### config.mk
export PLATFORM = sky130hd
export DESIGN_NAME = spi_ctl_top
export DESIGN_NICKNAME = d
export VERILOG_FILES = /design/src/hw/spi_ctl_pkg.sv /design/src/hw/spi_ctl_top.sv /design/src/hw/heartbeat_gray.sv /design/src/hw/periph_router.sv /design/src/hw/ctl_reg_file.sv /design/src/hw/spi_slave_frontend.sv
export SDC_FILE = /design/constraint.sdc
export NUM_CORES = 1
export LEC_CHECK = 0
export BUFFER_PORTS_ARGS = -buffer_cell sky130_fd_sc_hd__buf_4
export CAP_MARGIN = 0
export CORE_ASPECT_RATIO = 1.4
export CORE_MARGIN = 8
export CORE_UTILIZATION = 35
export CTS_CLUSTER_SIZE = 12
export DETAILED_ROUTE_END_ITERATION = 7
export GPL_ROUTABILITY_DRIVEN = 0
export PLACE_DENSITY_LB_ADDON = 0.25
export SLEW_MARGIN = 10
export SYNTH_ARGS = -nofsm -noshare
export SYNTH_HDL_FRONTEND = slang
export SYNTH_HIERARCHICAL = 1
export SYNTH_SLANG_ARGS = --single-unit
### constraint.sdc
create_clock -name clk -period 3.6 [get_ports clk]
set_clock_uncertainty 0.15 [all_clocks]
set_input_delay 0.72 -clock clk [delete_from_list [all_inputs] [get_ports clk]]
set_output_delay 0.72 -clock clk [all_outputs]
set_load 0.005 [all_outputs]
### src/hw/spi_ctl_pkg.sv
//////////////////////////////////////////////////////////////////////
// shared types and constants for the spi control-plane controller
// frames are 16 bits, address byte first, msb first on the wire
// register widths are fixed at 4 bits except the 8 bit mux
//////////////////////////////////////////////////////////////////////

`default_nettype none

package spi_ctl_pkg;

  ////////////////////////////////////////////////////////////////////
  // register and command addresses

  localparam logic [7:0] addr_led        = 8'd7;
  localparam logic [7:0] addr_mux        = 8'd8;
  localparam logic [7:0] addr_dac        = 8'd9;
  localparam logic [7:0] addr_adc        = 8'd14;

  // clears led, mux, dac and adc
  localparam logic [7:0] addr_soft_reset = 8'd11;
  // clears led and adc only, dac is set up before rails come up
  localparam logic [7:0] addr_powerup    = 8'd6;

  ////////////////////////////////////////////////////////////////////
  // sizes and reset values

  // routed downstream peripherals
  localparam int num_periph = 8;

  // dac control lines idle high
  localparam logic [3:0] dac_reset = 4'b1111;

  ////////////////////////////////////////////////////////////////////
  // frame and register types

  // set and clear nibbles, both bits high means toggle
  typedef struct packed {
    logic [3:0] clear;
    logic [3:0] set;
  } bit_cmd_t;

  // data byte, bit commands or a mux select index
  typedef union packed {
    bit_cmd_t   bits;
    logic [7:0] sel;
  } reg_data_u;

  // first byte on the wire is the address
  typedef struct packed {
    logic [7:0] addr;
    reg_data_u  data;
  } spi_frame_t;

  // all control registers
  typedef struct packed {
    logic [3:0] led;
    logic [7:0] mux;
    logic [3:0] dac;
    logic [3:0] adc;
  } ctl_regs_t;

endpackage

`default_nettype wire
### src/hw/spi_ctl_top.sv
//////////////////////////////////////////////////////////////////////
// spi control-plane top, one spi port for registers and peripherals
// cs selects the register bank, cs2 routes to the muxed peripheral
// sclk, mosi and adc_drdy pass straight through
//////////////////////////////////////////////////////////////////////

`timescale 1ns/1ps
`default_nettype none

module spi_ctl_top
#(
  parameter int HB_LOG2DELAY = 20
)
(
  input  logic                               clk,
  input  logic                               rst,
  input  logic                               sclk,
  input  logic                               cs,
  input  logic                               mosi,
  input  logic                               cs2,
  input  logic [spi_ctl_pkg::num_periph-1:0] periph_miso,
  input  logic                               adc_drdy,
  output logic                               miso,
  output logic [spi_ctl_pkg::num_periph-1:0] periph_cs,
  output logic                               periph_sclk,
  output logic                               periph_mosi,
  output logic [3:0]                         led,
  output logic [3:0]                         dac_ctl,
  output logic [3:0]                         adc_ctl,
  output logic [3:0]                         hb,
  output logic                               irq
);

  logic                    sdo;
  logic [7:0]              rd_addr;
  logic [7:0]              rd_data;
  logic                    frame_valid;
  spi_ctl_pkg::spi_frame_t frame;
  spi_ctl_pkg::ctl_regs_t  regs;

  ////////////////////////////////////////////////////////////////////
  // pass-through

  // peripherals share the controller's spi clock and data
  assign periph_sclk = sclk;
  assign periph_mosi = mosi;
  // adc data ready is the host interrupt
  assign irq         = adc_drdy;

  assign led     = regs.led;
  assign dac_ctl = regs.dac;
  assign adc_ctl = regs.adc;

  ////////////////////////////////////////////////////////////////////
  // instances

  spi_slave_frontend u_frontend
  (
    .clk         (clk),
    .rst         (rst),
    .sclk        (sclk),
    .cs          (cs),
    .mosi        (mosi),
    .rd_data     (rd_data),
    .sdo         (sdo),
    .rd_addr     (rd_addr),
    .frame_valid (frame_valid),
    .frame       (frame)
  );

  ctl_reg_file u_reg_file
  (
    .clk         (clk),
    .rst         (rst),
    .frame_valid (frame_valid),
    .frame       (frame),
    .rd_addr     (rd_addr),
    .rd_data     (rd_data),
    .regs        (regs)
  );

  periph_router u_router
  (
    .cs2         (cs2),
    .sdo         (sdo),
    .mux         (regs.mux),
    .periph_miso (periph_miso),
    .periph_cs   (periph_cs),
    .miso        (miso)
  );

  heartbeat_gray #(
    .LOG2DELAY (HB_LOG2DELAY)
  ) u_heartbeat (
    .clk (clk),
    .rst (rst),
    .hb  (hb)
  );

endmodule

`default_nettype wire

### src/hw/heartbeat_gray.sv
//////////////////////////////////////////////////////////////////////
// free-running heartbeat, hb steps every 2**LOG2DELAY cycles
// gray coded so only one indicator changes per step
//////////////////////////////////////////////////////////////////////

`timescale 1ns/1ps
`default_nettype none

module heartbeat_gray
#(
  parameter int LOG2DELAY = 20
)
(
  input  logic       clk,
  input  logic       rst,
  output logic [3:0] hb
);

  logic [LOG2DELAY+3:0] counter;
  logic [3:0]           slow;

  // top four counter bits
  assign slow = counter[LOG2DELAY+3:LOG2DELAY];

  always_ff @(posedge clk)
  begin
    if (rst)
    begin
      counter <= '0;
      hb      <= 4'd0;
    end
    else
    begin
      counter <= counter + 1'b1;
      // binary to gray
      hb      <= slow ^ (slow >> 1);
    end
  end

endmodule

`default_nettype wire

### src/hw/periph_router.sv
//////////////////////////////////////////////////////////////////////
// purely combinational steering of chip selects and return data
// cs2 high means idle, the controller itself drives miso
//////////////////////////////////////////////////////////////////////

`timescale 1ns/1ps
`default_nettype none

module periph_router
(
  input  logic                               cs2,
  input  logic                               sdo,
  input  logic [spi_ctl_pkg::num_periph-1:0] mux,
  input  logic [spi_ctl_pkg::num_periph-1:0] periph_miso,
  output logic [spi_ctl_pkg::num_periph-1:0] periph_cs,
  output logic                               miso
);

  always_comb
  begin
    if (cs2)
    begin
      // all peripherals deselected
      periph_cs = '1;
      miso      = sdo;
    end
    else
    begin
      // active low selects follow the one-hot mux
      periph_cs = ~mux;
      // any selected return line high
      miso      = |(mux & periph_miso);
    end
  end

endmodule

`default_nettype wire

### src/hw/ctl_reg_file.sv
//////////////////////////////////////////////////////////////////////
// control registers, updated one cycle after frame_valid
// readback is combinational and shows the value before any write
//////////////////////////////////////////////////////////////////////

`timescale 1ns/1ps
`default_nettype none

module ctl_reg_file
(
  input  logic                    clk,
  input  logic                    rst,
  input  logic                    frame_valid,
  input  spi_ctl_pkg::spi_frame_t frame,
  input  logic [7:0]              rd_addr,
  output logic [7:0]              rd_data,
  output spi_ctl_pkg::ctl_regs_t  regs
);

  ////////////////////////////////////////////////////////////////////
  // update rules

  // set and clear nibbles
  // bits in both nibbles toggle instead
  function automatic logic [3:0] apply_bits
  (
    input logic [3:0]            old_val,
    input spi_ctl_pkg::bit_cmd_t cmd
  );
    logic [3:0] both;
    both = cmd.set & cmd.clear;
    if (both != 4'b0000)
      return old_val ^ both;
    return (old_val | cmd.set) & ~cmd.clear;
  endfunction

  // one-hot peripheral select
  // index 0 and anything past the last peripheral deselect all
  function automatic logic [7:0] sel_onehot
  (
    input logic [7:0] sel
  );
    logic [7:0] onehot;
    onehot = 8'd0;
    if (sel != 8'd0 && sel <= spi_ctl_pkg::num_periph)
      onehot = 8'd1 << (sel - 8'd1);
    return onehot;
  endfunction

  ////////////////////////////////////////////////////////////////////
  // register write

  always_ff @(posedge clk)
  begin
    if (rst)
    begin
      regs.led <= 4'd0;
      regs.mux <= 8'd0;
      regs.dac <= spi_ctl_pkg::dac_reset;
      regs.adc <= 4'd0;
    end
    else if (frame_valid)
    begin
      case (frame.addr)
        spi_ctl_pkg::addr_led:
          regs.led <= apply_bits(regs.led, frame.data.bits);
        spi_ctl_pkg::addr_mux:
          regs.mux <= sel_onehot(frame.data.sel);
        spi_ctl_pkg::addr_dac:
          regs.dac <= apply_bits(regs.dac, frame.data.bits);
        spi_ctl_pkg::addr_adc:
          regs.adc <= apply_bits(regs.adc, frame.data.bits);
        spi_ctl_pkg::addr_soft_reset:
        begin
          regs.led <= 4'd0;
          regs.mux <= 8'd0;
          regs.dac <= 4'd0;
          regs.adc <= 4'd0;
        end
        spi_ctl_pkg::addr_powerup:
        begin
          // dac already configured before the rails, left alone
          regs.led <= 4'd0;
          regs.adc <= 4'd0;
        end
        default:
        begin
          // undefined address, nothing written
        end
      endcase
    end
  end

  ////////////////////////////////////////////////////////////////////
  // readback mux

  always_comb
  begin
    case (rd_addr)
      spi_ctl_pkg::addr_led: rd_data = {4'd0, regs.led};
      spi_ctl_pkg::addr_mux: rd_data = regs.mux;
      spi_ctl_pkg::addr_dac: rd_data = {4'd0, regs.dac};
      spi_ctl_pkg::addr_adc: rd_data = {4'd0, regs.adc};
      default:               rd_data = 8'd0;
    endcase
  end

endmodule

`default_nettype wire

### src/hw/spi_slave_frontend.sv
//////////////////////////////////////////////////////////////////////
// spi mode 0 slave, pins sampled by clk and never used as a clock
// sclk half period must be at least 8 clk cycles
// only frames of exactly 16 sclk rising edges are strobed out
//////////////////////////////////////////////////////////////////////

`timescale 1ns/1ps
`default_nettype none

module spi_slave_frontend
(
  input  logic                   clk,
  input  logic                   rst,
  input  logic                   sclk,
  input  logic                   cs,
  input  logic                   mosi,
  input  logic [7:0]             rd_data,
  output logic                   sdo,
  output logic [7:0]             rd_addr,
  output logic                   frame_valid,
  output spi_ctl_pkg::spi_frame_t frame
);

  ////////////////////////////////////////////////////////////////////
  // pin synchronizers
  // bit 2 of sclk and cs is the previous value for edge detect

  logic [2:0]  sclk_sync;
  logic [2:0]  cs_sync;
  logic [1:0]  mosi_sync;
  logic        sclk_rise;
  logic        sclk_fall;
  logic        cs_rise;
  logic        cs_active;
  logic [4:0]  bit_cnt;
  logic [15:0] shift_in;
  logic [7:0]  shift_out;

  always_ff @(posedge clk)
  begin
    if (rst)
    begin
      // cs idles high, so no false end of frame out of reset
      sclk_sync <= 3'b000;
      cs_sync   <= 3'b111;
      mosi_sync <= 2'b00;
    end
    else
    begin
      sclk_sync <= {sclk_sync[1:0], sclk};
      cs_sync   <= {cs_sync[1:0], cs};
      mosi_sync <= {mosi_sync[0], mosi};
    end
  end

  assign sclk_rise = sclk_sync[1] & ~sclk_sync[2];
  assign sclk_fall = ~sclk_sync[1] & sclk_sync[2];
  assign cs_rise   = cs_sync[1] & ~cs_sync[2];
  assign cs_active = ~cs_sync[1];

  ////////////////////////////////////////////////////////////////////
  // receive side

  // bit count saturates so long frames never look like 16
  always_ff @(posedge clk)
  begin
    if (rst || !cs_active)
      bit_cnt <= 5'd0;
    else if (sclk_rise && bit_cnt != 5'd31)
      bit_cnt <= bit_cnt + 5'd1;
  end

  // msb first, shift toward msb
  always_ff @(posedge clk)
  begin
    if (cs_active && sclk_rise)
      shift_in <= {shift_in[14:0], mosi_sync[1]};
  end

  // address byte latched on the 8th rising edge
  always_ff @(posedge clk)
  begin
    if (rst)
      rd_addr <= 8'd0;
    else if (cs_active && sclk_rise && bit_cnt == 5'd7)
      rd_addr <= {shift_in[6:0], mosi_sync[1]};
  end

  // end of frame strobe, dropped unless exactly 16 bits came in
  always_ff @(posedge clk)
  begin
    if (rst)
      frame_valid <= 1'b0;
    else
      frame_valid <= cs_rise && (bit_cnt == 5'd16);
  end

  always_ff @(posedge clk)
  begin
    if (cs_rise)
      frame <= shift_in;
  end

  ////////////////////////////////////////////////////////////////////
  // transmit side
  // first byte is zero, second byte is the readback value

  always_ff @(posedge clk)
  begin
    if (rst || !cs_active)
    begin
      sdo       <= 1'b0;
      shift_out <= 8'd0;
    end
    else if (sclk_fall)
    begin
      if (bit_cnt == 5'd8)
      begin
        // falling edge after the address byte
        sdo       <= rd_data[7];
        shift_out <= {rd_data[6:0], 1'b0};
      end
      else
      begin
        sdo       <= shift_out[7];
        shift_out <= {shift_out[6:0], 1'b0};
      end
    end
  end

endmodule

`default_nettype wire

==> reports/qor.txt, run 1 <==
Status -> completed
Cells along the critical path -> buf_4 > a22oi_1 > nand4_1 > mux2_2 > buf_4
Peak supply drop -> 0.269 mV
Post-synth EDFFs -> 32
DR iter-0 viols -> 208
Final max-slew violation count -> 0
Kind of critical path -> input pin to output pin
CP required -> 2730 ps
Post-Synthesis Cells -> 461
# nets final -> 519
Ys Warns -> 6
H-tree level count -> 3
Arr. time, crit path -> 1550 ps
DP Wirelength -> 7570 um
Setup_tns -> 0 ps
Antenna-violating nets left -> 0
Syn Nets -> 484
Row cnt -> 51
F_max -> 414 MHz
Area of the multi-input gates -> 2200 um^2
Largest net degree at the start of global routing -> 71
Via density -> 5.21
CP endpoint kind -> output pin
Clock-pin slew on the worst setup and hold paths -> 70 ps
Vias in the first global route -> 3492
Antenna cell count -> 0
Total grt overflow -> 0
Asr flop ratio synth -> 0%
Post-CTS setup buffers -> 0
Total CTS buffers -> 9
Static Leak -> 1.86 nW
Final Instance Area -> 5600 um^2
Post-cts resize count -> 0
Initial antenna violation count -> 0
Main synth FF type -> dfxtp_1
Later-pin clock latency in the skew report -> 340 ps
Mapped Avg Cell Area -> 10.5 um^2
CTS Sinks -> 110
RSZ-0062 raised after global routing -> false
Total number of vias -> 3576
Die Y -> 155 um
PwrDens -> 413 nW/um^2
GRT Util Overall -> 12.0%
Max transition margin -> 23.2%
Synth Cell Area -> 4850 um^2
Seq/Total Area, Yosys -> 52.0%
Max-Cap Viols -> 0
Post-layout min period -> 2420 ps
Tcrit/Tclk final -> 67.1%
Clock Tree Buf Depth -> 2
DRC -> 0
Yosys reg bits -> 110
Slowest stage delay, CP -> 270 ps
Drt first pass iters -> 6
Port bufs -> 40
Ports -> 43
CP Launch Type -> input pin
Worst Tran Pin Value -> 1140 ps
Critical-path top delay cell -> mux2_2
DIE WIDTH -> 115 um
Count of cell types in the netlist -> 59
Reg area -> 2520 um^2
Routed len/inst -> 15.1 um
Critical path fanouts, max -> 1
Clock root buffer -> clkbuf_16
Share of layout cells above drive strength 1 -> 16.0%
Final setup fails -> 0
First-pass GRT wire length -> 17200 um
Critical Path Most Common Cell -> buf_4
Area Overhead vs Synth -> 15.6%
Hold_buf cts -> 0
CTS tree -> built
Core area -> 13700 um^2
Starting Density -> 35.3%
WHS -> 275 ps
Hold Violations, Final -> 0
Dpl cell area -> 5310 um^2
Die Area -> 17900 um^2
Routed WL -> 10300 um
HP Class -> flop to flop
Fill count -> 1336
final timing paths:
kind | from | to | slack [ps] | depth (start not counted)
max reg2reg | u_frontend/rd_addr[5]$_SDFFE_PP0P_ | u_frontend/shift_out[2]$_SDFFE_PP0P_ | 1470 | 6
min | u_frontend/cs_sync[0]$_SDFF_PP1_ | u_frontend/cs_sync[1]$_SDFF_PP1_ | 270 | 1
max | periph_miso[3] | miso | 1180 | 5
min reg2reg | u_frontend/cs_sync[0]$_SDFF_PP1_ | u_frontend/cs_sync[1]$_SDFF_PP1_ | 270 | 1
cell usage after synthesis (2+ instances only):
cell      count  area (um^2)
a222oi_1      4         40.0
o32a_1        8         80.1
and3_1        2         12.5
xor2_1        7         61.3
and2_1        4         25.0
or3_1        10         62.6
nor2_1       21         78.8
o21ai_0      32          160
or2b_1        3         22.5
nand2_1      29          109
ha_1          8          100
o31ai_1       8         60.1
a22oi_1      12         90.1
nor3b_1       4         30.0
a311oi_1      4         35.0
clkbuf_1      6         22.5
or4_1         2         15.0
xnor2_1       9         78.8
buf_4         5         37.5
edfxtp_1     32          961
nor2b_1      15         93.8
o21a_1        2         15.0
nand2b_1     26          163
dfxtp_1      78         1560
o2111a_1      2         22.5
or2_2         5         31.3
a21oi_1      24          120
nand3_1       9         45.0
buf_1         2         7.51
mux2_2        3         33.8
and4b_1       2         20.0
a31o_2        2         17.5
buf_2         5         25.0
o21ai_1       4         20.0
nand4_1      13         81.3
a31oi_1       6         37.5
inv_1         9         33.8
nor4bb_1      4         40.0
mux2i_1      15          150
nor4_1        3         18.8
and4_1        3         26.3
nor3_1        2         10.0
placed cells by master (no fill, tap or decap), types with 12 or more instances in the layout:
cell type	n
o21ai_0	32
nand2_1	29
buf_4	43
a21oi_1	24
nor2b_1	15
dfxtp_1	78
mux2i_1	15
edfxtp_1	32
nor2_1	21
a22oi_1	12
nand2b_1	26
nand4_1	13
power breakdown:
part | internal [mW] | switching [mW] | total, mW
logic | 0.0296 | 0.0333 | 0.0629
registers | 1.28 | 0.0127 | 1.29
clock network | 0.485 | 0.475 | 0.960
total | 1.79 | 0.521 | 2.32
cell type report:
type                    instances  share of cell area [%]
flip-flops and latches        110                    45.0
inverters                       9                   0.603
multi-input cells             323                    39.3
well taps                     185                    4.13
repair buffers                 43                    5.76
clock inverters                 7                    1.21
clock buffers                   9                    4.02
cells by family (layout without fill, tap and decap cells):
group / count (synthesis) / after routing / share of synthesized area, %
xor+xnor: 16 / 16 / 2.89
buf+inv: 28 / 68 / 2.84
compound gates: 111 / 111 / 14.9
simple gates: 170 / 170 / 21.5
flops: 110 / 110 / 52.0
mux: 18 / 18 / 3.79
fa+ha+maj: 8 / 8 / 2.06
critical path: cells and delay by family:
kind | cells | cell delay [ps]
AOI/OAI and AO/OA | 1 | 190
and+or+nand+nor | 1 | 120
muxes | 1 | 270
buffers and inverters | 2 | 240
metrics by stage:
| stage | instances | util, % | setup slack, ps | power (mW) |
|---|---|---|---|---|
| 2_1_floorplan | 461 | - | 1490 | 1.36 |
| 3_3_place_gp | 670 | 38.7 | 1230 | 1.38 |
| 5_1_grt | 686 | 40.8 | 1150 | 2.42 |
| 3_5_place_dp | 670 | 38.7 | 1200 | 1.39 |
| 4_1_cts | 686 | 40.8 | 1200 | 2.36 |
| 6_report | 686 | 40.8 | 1180 | 2.32 |
registers in the layout, summed over array words and instances (netlist names):
name,cells
u_frontend/rd_addr,8
u_frontend/frame,16
u_frontend/mosi_sync,2
u_reg_file/regs,20
u_frontend/shift_in,16
u_frontend/cs_sync,3
u_frontend/sclk_sync,3
u_heartbeat/hb,4
u_frontend/bit_cnt,5
u_frontend/frame_valid,1
u_frontend/sdo,1
u_heartbeat/counter,24
u_frontend/shift_out,7
layer usage:
metal / part of all wire (%) / global-route usage, % / vias to the layer above
met5: 0 / 0 / -
met4: 2.9 / 5.97 / 0
met3: 5.0 / 2.64 / 18
met2: 52 / 21.1 / 71
met1: 41 / 13.1 / 1699
li1: - / - / 1788
Power figures use the tool's default switching activity.
==> run 2: changes to the inputs <==
==> constraint.sdc (replaced) <==
create_clock -name clk -period 2 [get_ports clk]
set_clock_uncertainty 0.15 [all_clocks]
set_input_delay 0.4 -clock clk [delete_from_list [all_inputs] [get_ports clk]]
set_output_delay 0.4 -clock clk [all_outputs]
set_load 0.005 [all_outputs]
==> run 2 against run 1 <==
  * Combinational power up 130%
  * Sequential share of layout area down 2.5 points
  * Via count grew 5.1%
  * Worst setup slack worse by 1100 ps
  * Wire length is 4.5% higher
  * Sequential power up 80%
  * Final cell count is 5.0% higher
  * Non-clock buffer count increased by 34
  * Count of clock-buffer cells in the layout stayed put
  * Utilization grew 2.6 points
  * Critical path type is now flop to output pin
  * Largest power group unchanged
==> reports/qor.txt, run 2 (synthesis gave the netlist of run 1 again) <==
Max-Cap Viols -> 0
DRC -> 0
CTS tree -> built
Tcrit/Tclk final -> 98.1%
Drt first pass iters -> 5
Arr. time, crit path -> 1410 ps
Reg area -> 2530 um^2
Worst Min Path Start -> cs
Row cnt -> 51
Max transition margin -> 69.8%
Commonest non-fill, non-tap cell in the layout -> buf_4
Biggest regs -> u_heartbeat/counter: 24 flops, u_reg_file/regs: 20 flops
R2R Path Start -> u_frontend/bit_cnt[0]$_SDFFE_PP0P_
Worst Tran Pin Value -> 453 ps
DP Cell Count -> 698
Highest-count cells in the layout ignoring fill and taps -> buf_4, dfxtp_1, edfxtp_1
Worst-case reg-to-reg path depth -> 6
Worst Setup SP -> u_reg_file/regs[10]$_SDFFE_PP0P_
Routed len/inst -> 15.0 um
Clock root buffer -> clkbuf_16
Total CTS buffers -> 9
DR iter-0 viols -> 238
Most flops, register -> u_heartbeat/counter
CTS Sinks -> 110
F_max -> 510 MHz
CP required -> 1450 ps
DP Wirelength -> 7990 um
Area of the multi-input gates -> 2280 um^2
Hold_buf cts -> 0
Via density -> 5.22
Non-filler cells, final -> 720
Reg-to-reg endpoint -> u_frontend/bit_cnt[3]$_SDFFE_PP0P_
# nets final -> 553
Hold Violations, Final -> 0
First-pass GRT wire length -> 17400 um
Kind of critical path -> flop to output pin
GRT Util Overall -> 12.2%
Antenna cell count -> 0
CP endpoint -> miso
Static Leak -> 2.05 nW
Core area -> 13700 um^2
Post-layout min period -> 1960 ps
Reg-to-reg setup timing slack -> 60 ps
Total power -> 4.20 mW
H-tree level count -> 3
CP Launch Type -> flop
Vias in the first global route -> 3454
Peak supply drop -> 0.349 mV
Routed WL -> 10800 um
Total grt overflow -> 0
RSZ-0062 raised after global routing -> true
Clock-pin slew on the worst setup and hold paths -> 70 ps
Later-pin clock latency in the skew report -> 350 ps
Clock Tree Buf Depth -> 2
Antenna-violating nets left -> 0
Die Area -> 17900 um^2
Status -> completed
Port bufs -> 40
Setup_tns -> 0 ps
Max FFs per register -> 24
CP endpoint kind -> output pin
Largest net degree at the start of global routing -> 33
DIE WIDTH -> 115 um
Share of layout cells above drive strength 1 -> 26.0%
Initial antenna violation count -> 0
Area Overhead vs Synth -> 22.9%
Die Y -> 155 um
Fill count -> 1315
Starting Density -> 35.3%
Critical path fanouts, max -> 4
Ports -> 43
WHS -> 88.6 ps
HP Class -> input pin to flop
PwrDens -> 705 nW/um^2
Total number of vias -> 3758
Final setup fails -> 0
Final max-slew violation count -> 0
-- run 2: worst min path at each step --
stage | depth (start not counted) | end
6_report | 2 | u_frontend/cs_sync[0]$_SDFF_PP1_
5_1_grt | 2 | u_frontend/cs_sync[0]$_SDFF_PP1_
4_1_cts | 2 | u_frontend/cs_sync[0]$_SDFF_PP1_
3_5_place_dp | 1 | u_frontend/cs_sync[1]$_SDFF_PP1_
3_3_place_gp | 1 | u_frontend/cs_sync[1]$_SDFF_PP1_
2_1_floorplan | 1 | u_frontend/cs_sync[1]$_SDFF_PP1_
-- run 2: metrics by stage --
step,worst slack [ps],instance area [um^2],util [%]
2_1_floorplan,13.2,4850,-
3_3_place_gp,29.3,5520,40.2
3_5_place_dp,-11.2,5520,40.2
4_1_cts,5.54,5820,42.5
5_1_grt,-33.7,5960,43.4
6_report,38.0,5960,43.4
-- run 2: area by class of cell --
class	instances	area share (%)
tap	185	3.88
multi-input combinational	323	38.3
sequential	110	42.5
clock inverter	7	1.15
timing repair buffer	77	9.76
inverter	9	0.567
clock buffer	9	3.78
-- run 2: report_power, final --
part           internal [mW]  leakage [nW]  switching (mW)
Clock                  0.881         0.148           0.854
Sequential              2.30         0.923          0.0177
Combinational         0.0711         0.980          0.0746
Total                   3.26          2.05           0.947
-- run 2: what timing repair did --
action | in CTS | in global routing
pin swaps | 4 | 13
setup buffers | 1 | 5
endpoints found under the setup margin | 5 | 28
gates resized for setup | 2 | 29
-- run 2: layer usage --
layer | vias to the layer above | wire length, um | global-route usage [%]
met3 | 21 | 537 | 2.60
li1 | 1856 | - | -
met1 | 1781 | 4310 | 13.3
met4 | 0 | 299 | 6.16
met5 | - | 0 | 0
met2 | 100 | 5650 | 21.6
-- run 2: critical path, cell delays in order (launching register included) --
cell and delay [ps]:
dfxtp_1 360, a22oi_1 190, nand4_1 110, mux2_2 270
buf_4 140
==> run 3: changes to the inputs <==
--- a/config.mk
+++ b/config.mk
@@ -13,7 +13,6 @@
 export CTS_CLUSTER_SIZE = 12
 export DETAILED_ROUTE_END_ITERATION = 7
 export GPL_ROUTABILITY_DRIVEN = 0
-export PLACE_DENSITY_LB_ADDON = 0.25
 export SLEW_MARGIN = 10
 export SYNTH_ARGS = -nofsm -noshare
 export SYNTH_HDL_FRONTEND = slang
==> run 3 against run 2 <==
  * Worst setup slack got worse by 22 ps
  * Worst hold slack worse by 5.0 ps
  * Register-to-register slack worse by 40 ps
  * Global-route usage about the same
  * Sequential share of layout area grew 0.060 points
  * Critical path type is now flop to flop
  * Largest power group unchanged
==> reports/qor.txt, run 3 (synthesis gave the netlist of run 1 again) <==
CTS Sinks -> 110
Total number of vias -> 3712
Antenna cell count -> 0
Net Sw Frac -> 21.8%
Pre-CTS setup slack -> -43.2 ps
CP endpoint kind -> flop
PwrDens -> 721 nW/um^2
Post-layout util -> 43.4%
Total CTS buffers -> 9
RSZ-0062 raised after global routing -> true
Crit path max-delay family -> simple AND/OR/NAND/NOR gates
Final setup fails -> 0
Row cnt -> 51
DRC -> 0
Slowest stage delay, CP -> 580 ps
F_max -> 504 MHz
Die Y -> 155 um
Cells along the critical path -> or4_4 > nor4b_4 > buf_4 > and2_1 > mux2i_1 > a21oi_1
Worst setup margin -> 16.3 ps
Later-pin clock latency in the skew report -> 350 ps
WHS -> 83.6 ps
Setup_tns -> 0 ps
Comb power frac -> 3.3%
Static Leak -> 2.04 nW
Most flops, register -> u_heartbeat/counter
Clock root buffer -> clkbuf_16
Final max-slew violation count -> 0
HP Class -> input pin to flop
Worst Tran Pin Value -> 614 ps
GRT Util Overall -> 12.2%
DR iter-0 viols -> 210
CTS tree -> built
Routed WL -> 10900 um
Peak supply drop -> 0.362 mV
Hold_buf cts -> 0
Initial antenna violation count -> 0
H-tree level count -> 3
DP Wirelength -> 7950 um
Hold Violations, Final -> 0
Clock-pin slew on the worst setup and hold paths -> 70 ps
Via density -> 5.16
Int Pwr -> 3.36 mW
Max transition margin -> 58.9%
Buffer and inverter count on the worst path -> 1
Status -> completed
Commonest non-fill, non-tap cell in the layout -> buf_4
Arr. time, crit path -> 2110 ps
Starting Density -> 35.3%
Clock power share -> 42.6%
CP required -> 2130 ps
CP Launch Type -> flop
Die Area -> 17900 um^2
Max-Cap Viols -> 0
Non-filler cells, final -> 720
Highest-count cells in the layout ignoring fill and taps -> buf_4, dfxtp_1, edfxtp_1
Share of layout cells above drive strength 1 -> 25.8%
Vias in the first global route -> 3620
Critical-path top delay cell -> or4_4
Kind of critical path -> flop to flop
Ports -> 43
Clock Tree Buf Depth -> 2
Sequential power share -> 54.1%
Post-layout min period -> 1980 ps
Biggest regs -> u_heartbeat/counter: 24 flops, u_reg_file/regs: 20 flops
# nets final -> 553
Largest net degree at the start of global routing -> 32
DIE WIDTH -> 115 um
Core area -> 13700 um^2
Port bufs -> 40
Sw power -> 0.935 mW
Drt first pass iters -> 5
Routed len/inst -> 15.1 um
Max FFs per register -> 24
First-pass GRT wire length -> 17300 um
Antenna-violating nets left -> 0
Total grt overflow -> 0
DP Cell Count -> 696
Area Overhead vs Synth -> 22.8%
Tcrit/Tclk final -> 99.2%
Critical path fanouts, max -> 5
[run 3: metal layers]
layer	vias to the layer above	share of wire, %	GRT usage [%]
met4	0	3.6	8.10
met5	-	0	0
met2	67	51	21.6
li1	1854	-	-
met3	20	4.4	2.40
met1	1771	41	12.7
[run 3: path summary, 6_finish.rpt]
| kind | cells after the start | start | slack [ps] | end |
|---|---|---|---|---|
| min | 2 | cs | 80 | u_frontend/cs_sync[0]$_SDFF_PP1_ |
| max reg2reg | 6 | u_frontend/rd_addr[7]$_SDFFE_PP0P_ | 20 | u_frontend/sdo$_SDFFE_PP0P_ |
| max | 6 | u_frontend/rd_addr[7]$_SDFFE_PP0P_ | 20 | u_frontend/sdo$_SDFFE_PP0P_ |
| min reg2reg | 1 | u_frontend/cs_sync[0]$_SDFF_PP1_ | 260 | u_frontend/cs_sync[1]$_SDFF_PP1_ |
[run 3: through the flow]
step,area [um^2],power (mW)
global placement,5510,2.50
finish,5960,4.30
detailed placement,5510,2.51
CTS,5830,4.37
global route,5960,4.45
floorplan,4850,2.45
[run 3: power by group through the flow]
stage | Clock (mW) | Sequential (mW) | Combinational [mW]
after detailed placement | 0 | 2.38 | 0.134
after CTS | 1.91 | 2.32 | 0.134
after global placement | 0 | 2.37 | 0.131
final | 1.83 | 2.32 | 0.140
after global routing | 1.97 | 2.33 | 0.152
after floorplan | 0 | 2.37 | 0.0805
[run 3: cell type report]
type                       instances  area, um^2
fill                            1276        7760
sequential                       110        2530
multi-input combinational        323        2270
timing repair buffer              77         578
tap                              185         231
clock buffer                       9         225
clock inverter                     7        82.6
inverter                           9        33.8
[run 3: repair_timing]
action / in CTS / in global routing
setup endpoints to repair: 6 / 25
buffers inserted: 1 / 7
endpoints found under the hold margin: 0 / 0
resized for setup: 4 / 25
pin swaps: 8 / 20
cloned: 0 / 0
